## config.mk

```make
export PLATFORM = sky130hd
export DESIGN_NAME = angle_pwm_controller
export DESIGN_NICKNAME = d
export VERILOG_FILES = /design/src/hdl/motor_angle_pkg.sv /design/src/hdl/angle_pwm_controller.sv
export SDC_FILE = /design/constraint.sdc
export NUM_CORES = 1
export LEC_CHECK = 0
export ABC_CLOCK_PERIOD_IN_PS = 2750
export BUFFER_PORTS_ARGS = -buffer_cell sky130_fd_sc_hd__buf_4
export CAP_MARGIN = 40
export CORE_MARGIN = 2
export CORE_UTILIZATION = 46
export DETAILED_ROUTE_END_ITERATION = 8
export GPL_TIMING_DRIVEN = 0
export HOLD_SLACK_MARGIN = 0.02
export PLACE_DENSITY = 0.66
export SETUP_SLACK_MARGIN = 0.5
export SLEW_MARGIN = 20
export SYNTH_ARGS = -nofsm -noshare
export SYNTH_HDL_FRONTEND = slang
export SYNTH_SLANG_ARGS = --single-unit
```

## constraint.sdc

```tcl
create_clock -name PHASE1 -period 2.75 [get_ports PHASE1]
set_clock_uncertainty 0.2 [all_clocks]
set_input_delay 0.55 -clock PHASE1 [delete_from_list [all_inputs] [get_ports PHASE1]]
set_output_delay 0.55 -clock PHASE1 [all_outputs]
set_load 0.02 [all_outputs]
```

## src/hdl/motor_angle_pkg.sv

```systemverilog
// ----------------------------------------------------------
// Motor angle loop shared definitions
// Angle and duty types, I2C bus states and loop constants
// ----------------------------------------------------------
`default_nettype none

package motor_angle_pkg;

    typedef logic [11:0]        angle_t;      // 0..4095 over one turn
    typedef logic [11:0]        duty_t;       // PWM compare value
    typedef logic signed [11:0] angle_err_t;  // Target minus measured, wrapped
    typedef logic [7:0]         i2c_byte_t;

    typedef struct packed {
        angle_t sample_angle;
        logic   sample_strobe;
    } angle_sample_t;

    typedef enum logic [3:0] {
        IDLE      = 4'h0,
        START     = 4'h1,
        DEV_WR    = 4'h2,
        ACK0      = 4'h3,
        REG_ADDR  = 4'h4,
        ACK1      = 4'h5,
        REP_START = 4'h6,
        DEV_RD    = 4'h7,
        ACK2      = 4'h8,
        DATA_HI   = 4'h9,
        ACK3      = 4'hA,
        DATA_LO   = 4'hB,
        NACK      = 4'hC,
        STOP      = 4'hD,
        PAUSE     = 4'hE
    } bus_state_t;

    // AS5600 addressing
    localparam i2c_byte_t DEV_WRITE_BYTE = 8'h6C;
    localparam i2c_byte_t DEV_READ_BYTE  = 8'h6D;
    localparam i2c_byte_t RAW_ANGLE_REG  = 8'h0C;

    localparam int QUARTERS_PER_BIT = 4;  // Clock cycles per bus slot
    typedef logic [$clog2(QUARTERS_PER_BIT)-1:0] quarter_t;

    localparam angle_t DEADBAND = 12'd8;
    localparam duty_t  DUTY_MAX = 12'd4095;

endpackage

`default_nettype wire

```

## src/hdl/angle_pwm_controller.sv

```systemverilog
// ----------------------------------------------------------
// Angle error to PWM drive
// Shortest-path error, deadband and saturated duty per period
// ----------------------------------------------------------
`timescale 1ns/1ps
`default_nettype none

module angle_pwm_controller (
    input  logic                           PHASE1,
    input  logic                           reset_n,
    input  motor_angle_pkg::angle_sample_t sample,
    input  motor_angle_pkg::angle_t        target_angle,
    output logic                           pwm_out,
    output logic                           dir      // 1 when the error is negative
);
    import motor_angle_pkg::*;

    duty_t      period_cnt;
    duty_t      duty_pend;
    duty_t      duty_act;
    angle_err_t err;
    angle_t     err_mag;
    duty_t      duty_calc;

    // Modulo 4096 difference is already the shortest way around
    assign err = angle_err_t'(target_angle - sample.sample_angle);

    // -2048 maps onto 2048 as an unsigned count
    assign err_mag = err[11] ? angle_t'(-err) : angle_t'(err);

    always_comb begin
        if (err_mag < DEADBAND) begin
            duty_calc = '0;
        end else if (err_mag[11]) begin
            duty_calc = DUTY_MAX;  // Twice 2048 no longer fits
        end else begin
            duty_calc = {err_mag[10:0], 1'b0};
        end
    end

    always_ff @(posedge PHASE1 or negedge reset_n) begin
        if (!reset_n) begin
            period_cnt <= '0;
            duty_pend  <= '0;
            duty_act   <= '0;
            dir        <= 1'b0;
        end else begin
            period_cnt <= period_cnt + 12'd1;

            if (sample.sample_strobe) begin
                dir       <= err[11];
                duty_pend <= duty_calc;  // Last strobe wins
            end

            // Counter about to wrap, new period starts with the pending duty
            if (&period_cnt) begin
                duty_act <= duty_pend;
            end
        end
    end

    assign pwm_out = (period_cnt < duty_act);

endmodule

`default_nettype wire

```

==> impl_metrics.tcl, run 1 <==
set metrics [dict create \
    holdBufCountCts 0 \
    crit_path_end_kind "primary output" \
    p_leak_nw 1.598 \
    layout_commonest_cell "dfrtp_1" \
    track_usage_pct 18.61 \
    fin_setup_tns_ns -3.064 \
    max_slew_margin_pct 45.81 \
    finalSetupViolations 13 \
    wl_per_cell_um 13.36 \
    maxCapViolCount 0 \
    clock-sinks 37 \
    ir_drop_v 0.0003244 \
    finalWirelength_um 5787 \
    cts_buffers 5 \
    power_density_nw_per_um2 448.0 \
    cts_root_buffer "clkbuf_8" \
    clk_path_buf_depth 2 \
    port-buffer-count 27 \
    r2r-end "duty_act[9]" \
    hold_viol 0 \
    regArea_sq_um 925.9 \
    io_pins 29 \
    grt_pass1_wl_um 9791 \
    worst_pin_slew_ns 0.8070 \
    crit_arrival_ns 2.46 \
    final_nets 410 \
    ant_nets 0 \
    final_cell_mix "37 x dfrtp_1, 35 x buf_4, 28 x nor2_1" \
    stdcell_count 433 \
    vias 2360 \
    pre_cts_ws_ns -0.8482 \
    grt_pass1_vias 2290 \
    synthFlopType "dfrtp_1" \
    whs_ns 0.009116 \
    grt_setup_unrepaired "yes" \
    dr.pass1.iters 4 \
    start_util_pct 47.53 \
    synth_nets 359 \
    reg2reg_slack_ns 0.71 \
    drt-initial-drc-count 71 \
    fmax_mhz 311.6 \
    path_class "flip-flop to primary output" \
    min_path_type "input pin to async pin" \
    ys_types 65 \
    status "complete, but fails checks" \
    ys_warn_count 0 \
    area_growth_pct 32.77 \
    fin_ws_ns -0.4592 \
    die_w_um 82.22 \
    multi_input_area_sq_um 2076 \
    dieArea_sq_um 6759 \
    ff2ff_path_depth 8 \
    grt_antenna_before_repair 0 \
    core_sq_um 5921 \
    cts.clk_slew.worst_paths_ns 0.07 \
    htree_num_levels 2 \
    netlist_area_sq_um 2814 \
    synth-edff-count 0 \
    fillers 499 \
    drive_above_1_share_pct 35.20 \
    drcViolationCount 0 \
    grt_start_max_net_pins 38 \
    vias_per_cell 5.450 \
    startpoint_type "flip-flop" \
    cts_tree "built" \
    dp_hpwl_um 4256 \
    async_flop_share_pct 100.0 \
    syn_area_per_cell_sq_um 9.166 \
    min_period_over_period_pct 116.7 \
    violations "negative setup slack" \
    worstPathRequired_ns 2.00 \
    seq_area_frac_synth_pct 32.90 \
    num_antenna_cells 0 \
    ys_seq_elements 37 \
    period_needed_ns 3.209 \
    row_count 28 \
    placed_cells 409 \
    clkLatencyLatePin_ns 0.28 \
    final_max_slew_viol_count 0 \
    worstPathMaxFanout 2 \
    gp_congestion 0.8828 \
    r2r-start "period_cnt[1]" \
    overflow 0 \
    die_h_um 82.22 \
    synthCells 307 \
]
cell type report:
| type | instances | share of cell area (%) |
|---|---|---|
| Buffer | 10 | 1.574 |
| Timing Repair Buffer | 44 | 9.846 |
| Clock buffer | 7 | 2.311 |
| Sequential cell | 37 | 24.78 |
| Multi-Input combinational cell | 230 | 55.56 |
| Tap cell | 75 | 2.512 |
| Inverter | 30 | 3.416 |
stage by stage:
| stage | util [%] | power (mW) | instance area [sq um] |
|---|---|---|---|
| finish | 63.10 | 1.674 | 3736 |
| global route | 63.10 | 1.776 | 3736 |
| CTS | 60.67 | 1.626 | 3592 |
| detailed placement | 55.79 | 1.191 | 3303 |
| global placement | 55.79 | 1.176 | 3303 |
| floorplan | - | 1.063 | 3007 |
flip-flops by register name, indices dropped and copies added (netlist names):
name / flops
duty_act: 12
duty_pend: 12
period_cnt: 12
dir: 1
timing repair:
action,4_1_cts,5_1_grt
setup endpoints to repair,18,24
resized for setup,25,24
setup buffers,10,7
pin swaps,23,13
layer usage:
layer	share of wire, %	track usage, %	vias to the layer above
li1	-	-	1180
met2	54	34.92	37
met1	41	20.11	1130
met5	0	0	-
met4	2.6	8.667	0
met3	2.3	3.152	13
cell usage after synthesis (2+ instances only):
cell type  instances  share of area [%]
xor2_1            12                3.7
nor2b_1            2               0.44
o21a_1             2               0.53
inv_1             29                3.9
a21o_1             6                1.6
buf_2              3               0.53
o21ai_0           16                2.8
nand4_1            3               0.67
and2_1             2               0.44
o22ai_1            3               0.67
clkbuf_1           5               0.67
nand3_1           12                2.1
mux2_2             6                2.4
nand2b_1           3               0.67
xnor2_1           13                4.0
ha_1              24                 11
a311oi_2           2                1.1
a211oi_1           2               0.53
a21oi_2            3               0.93
dfrtp_1           37                 33
a211oi_2           2               0.89
and4b_1            2               0.71
and3_1             4               0.89
nor2_1            29                3.9
a31oi_1            6                1.3
a22oi_1            2               0.53
a21oi_1           11                2.0
a2111oi_0          2               0.62
nor3_1             5               0.89
nand2_1           23                3.1
o21ai_1            2               0.36
power by group:
part	leakage, nW	internal [mW]	total [mW]	switching [mW]
clock	0.0443	0.199	0.376	0.177
combinational	1.08	0.325	0.663	0.338
sequential	0.470	0.602	0.636	0.0339
total	1.60	1.13	1.67	0.549
how the worst max path moves through the flow:
stage | cells past startpoint | end | start
after floorplan | 13 | duty_pend[1] | target_angle[0]
after global placement | 13 | duty_pend[1] | target_angle[0]
after detailed placement | 14 | duty_pend[1] | target_angle[0]
after CTS | 10 | pwm_out | period_cnt[1]
after global routing | 10 | pwm_out | period_cnt[1]
final | 10 | pwm_out | period_cnt[1]
critical path: stages (launching register included):
cell	delay, ns
dfrtp_1	0.39
ha_1	0.27
a21o_1	0.18
a21o_1	0.14
a21o_1	0.15
a21o_1	0.18
a2111oi_4	0.31
o31ai_2	0.10
a21o_1	0.19
a21oi_4	0.12
buf_6	0.12
logic make-up (layout without fill, tap and decap cells):
logic type | count (synthesis) | in the layout | share of synthesized area (%)
compound gates | 74 | 74 | 21.03
xor+xnor | 27 | 27 | 8.938
fa+ha+maj | 25 | 25 | 11.38
buf+inv | 40 | 91 | 5.735
flops | 37 | 37 | 32.90
mux | 6 | 6 | 2.401
simple gates | 98 | 98 | 17.61
Power figures use the tool's default switching activity.
==> run 2, diff against run 1 <==
--- a/config.mk
+++ b/config.mk
@@ -9,11 +9,11 @@
 export BUFFER_PORTS_ARGS = -buffer_cell sky130_fd_sc_hd__buf_4
 export CAP_MARGIN = 40
 export CORE_MARGIN = 2
-export CORE_UTILIZATION = 46
+export CORE_UTILIZATION = 54
 export DETAILED_ROUTE_END_ITERATION = 8
 export GPL_TIMING_DRIVEN = 0
 export HOLD_SLACK_MARGIN = 0.02
-export PLACE_DENSITY = 0.66
+export PLACE_DENSITY = 0.76
 export SETUP_SLACK_MARGIN = 0.5
 export SLEW_MARGIN = 20
 export SYNTH_ARGS = -nofsm -noshare
==> impl_metrics.tcl, run 2 (synthesis results as in run 1) <==
set metrics [dict create \
    dp_hpwl_um 4181 \
    period_needed_ns 3.205 \
    ff2ff_path_depth 6 \
    crit_arrival_ns 2.45 \
    p_sw_share_pct 34.32 \
    htree_num_levels 2 \
    port-buffer-count 27 \
    critPathMostFrequentCell "a21o_1" \
    hold_viol 0 \
    violations "negative setup slack" \
    power_density_nw_per_um2 449.6 \
    grt_antenna_before_repair 0 \
    cp_slowest_cell "dfrtp_1" \
    final_nets 409 \
    drive_above_1_share_pct 36.31 \
    grt_start_max_net_pins 38 \
    cts_tree "built" \
    overflow 0 \
    area_growth_pct 34.90 \
    worstPathCellList "ha_1 -> a21o_1 -> a21o_1 -> a21o_1 -> a21o_1 -> a2111oi_4 -> o31ai_2 -> a21o_1 -> a21oi_4 -> buf_6" \
    drt-initial-drc-count 92 \
    internal_power_mw 1.121 \
    cts.clk_slew.worst_paths_ns 0.07 \
    grt_pass1_wl_um 10420 \
    drcViolationCount 0 \
    path_class "flip-flop to primary output" \
    max_slew_margin_pct 46.22 \
    utilization_pct 74.80 \
    worst_pin_slew_ns 0.8010 \
    final_cell_area_sq_um 3796 \
    cts_root_buffer "clkbuf_8" \
    cts_buffers 5 \
    p_comb_share_pct 41.4 \
    p_leak_nw 1.595 \
    placed_area_sq_um 3297 \
    layout_commonest_cell "dfrtp_1" \
    clkLatencyLatePin_ns 0.29 \
    max_stage_delay_ns 0.40 \
    clock-sinks 37 \
    start_util_pct 55.45 \
    min_path_cells 1 \
    grt_pass1_vias 2370 \
    top_regs "duty_act x12, duty_pend x12, period_cnt x12" \
    status "complete, but fails checks" \
    die_h_um 76.19 \
    dieArea_sq_um 5804 \
    fin_ws_ns -0.4546 \
    ir_drop_v 0.0002429 \
    worstPathMaxFanout 3 \
    gp_congestion 0.8325 \
    core_sq_um 5075 \
    row_count 26 \
    finalWirelength_um 6190 \
    crit_path_end_kind "primary output" \
    track_usage_pct 21.79 \
    power_mw 1.707 \
    p_seq_share_pct 37.2 \
    maxCapViolCount 0 \
    final_max_slew_viol_count 0 \
    fmax_mhz 312.1 \
    die_w_um 76.19 \
    worstPathRequired_ns 2.00 \
    num_antenna_cells 0 \
    startpoint_type "flip-flop" \
    final_cell_mix "37 x dfrtp_1, 30 x buf_4, 28 x nor2_1" \
    dr.pass1.iters 6 \
    finalSetupViolations 13 \
    min_path_type "flip-flop to flip-flop" \
    io_pins 29 \
    vias_per_cell 5.458 \
    min_period_over_period_pct 116.5 \
    vias 2336 \
    grt_setup_unrepaired "yes" \
    p_switching_uw 585.7 \
    ant_nets 0 \
    clk_path_buf_depth 2 \
    wl_per_cell_um 14.46 \
    p_clk_share_pct 21.4 \
]
[run 2: cell count changes in the layout (fill, tap and decap cells not counted), sizes merged]
cell / previous run / this run
buf: 49 / 46
clkbuf: 12 / 11
clkinv: 0 / 2
clkinvlp: 0 / 1
dlygate4sd3: 0 / 1
[run 2: area by class of cell]
type                       instances  area (sq um)
buffer                            10         60.06
clock buffer                       5         68.82
clock inverter                     3         17.52
fill                             373          1279
inverter                          30         130.1
multi-input combinational        230          2123
sequential                        37         925.9
tap                               70         87.58
timing repair buffer              43         382.9
[run 2: power groups by stage]
stage               logic (mW)  clock network (mW)  registers [mW]
finish                   0.706               0.365           0.635
global route             0.770               0.397           0.644
CTS                      0.630               0.373           0.636
detailed placement       0.544                   0           0.645
global placement         0.529                   0           0.641
floorplan                0.424                   0           0.639
[run 2: repair_timing]
action	in CTS	in global routing
pin swaps	26	10
gates resized for setup	31	30
buffers inserted	13	2
hold endpoints to repair	37	0
hold buffers	1	0
setup endpoints to repair	14	25
[run 2: path summary, 6_finish.rpt]
path,from,to,slack [ns]
setup / recovery,period_cnt[1],pwm_out,-0.45
hold / removal,period_cnt[0],period_cnt[0],0.28
setup reg to reg,period_cnt[0],duty_act[8],0.69
hold reg to reg,period_cnt[0],period_cnt[0],0.28
max in group asynchronous,reset_n,duty_act[10],1.49
min in group asynchronous,reset_n,duty_pend[1],0.55
[run 2: through the flow]
stage | setup WS (ns) | instances | hold WS (ns) | setup TNS (ns)
6_report | -0.4546 | 428 | 0.2797 | -3.432
5_1_grt | -0.5757 | 428 | 0.3039 | -5.026
4_1_cts | -0.4878 | 426 | 0.2768 | -2.978
3_5_place_dp | -0.8319 | 404 | 0.2676 | -8.755
3_3_place_gp | -0.7994 | 404 | 0.2647 | -8.231
2_1_floorplan | -0.4543 | 307 | 0.05441 | -3.623
[run 2: critical path, delay by kind of cell, from the launching register on]
kind            cells  cell delay (ns)
compound gates      8             1.38
buf+inv             1             0.12
flops               1             0.40
fa+ha+maj           1             0.28
[run 2: routing by layer]
metal | global-route usage [%] | up-vias | wire length, um
met4 | 8.727 | 0 | 136
li1 | - | 1178 | -
met5 | 0 | - | 0
met3 | 3.673 | 13 | 165
met1 | 23.99 | 1108 | 2488
met2 | 41.43 | 37 | 3401
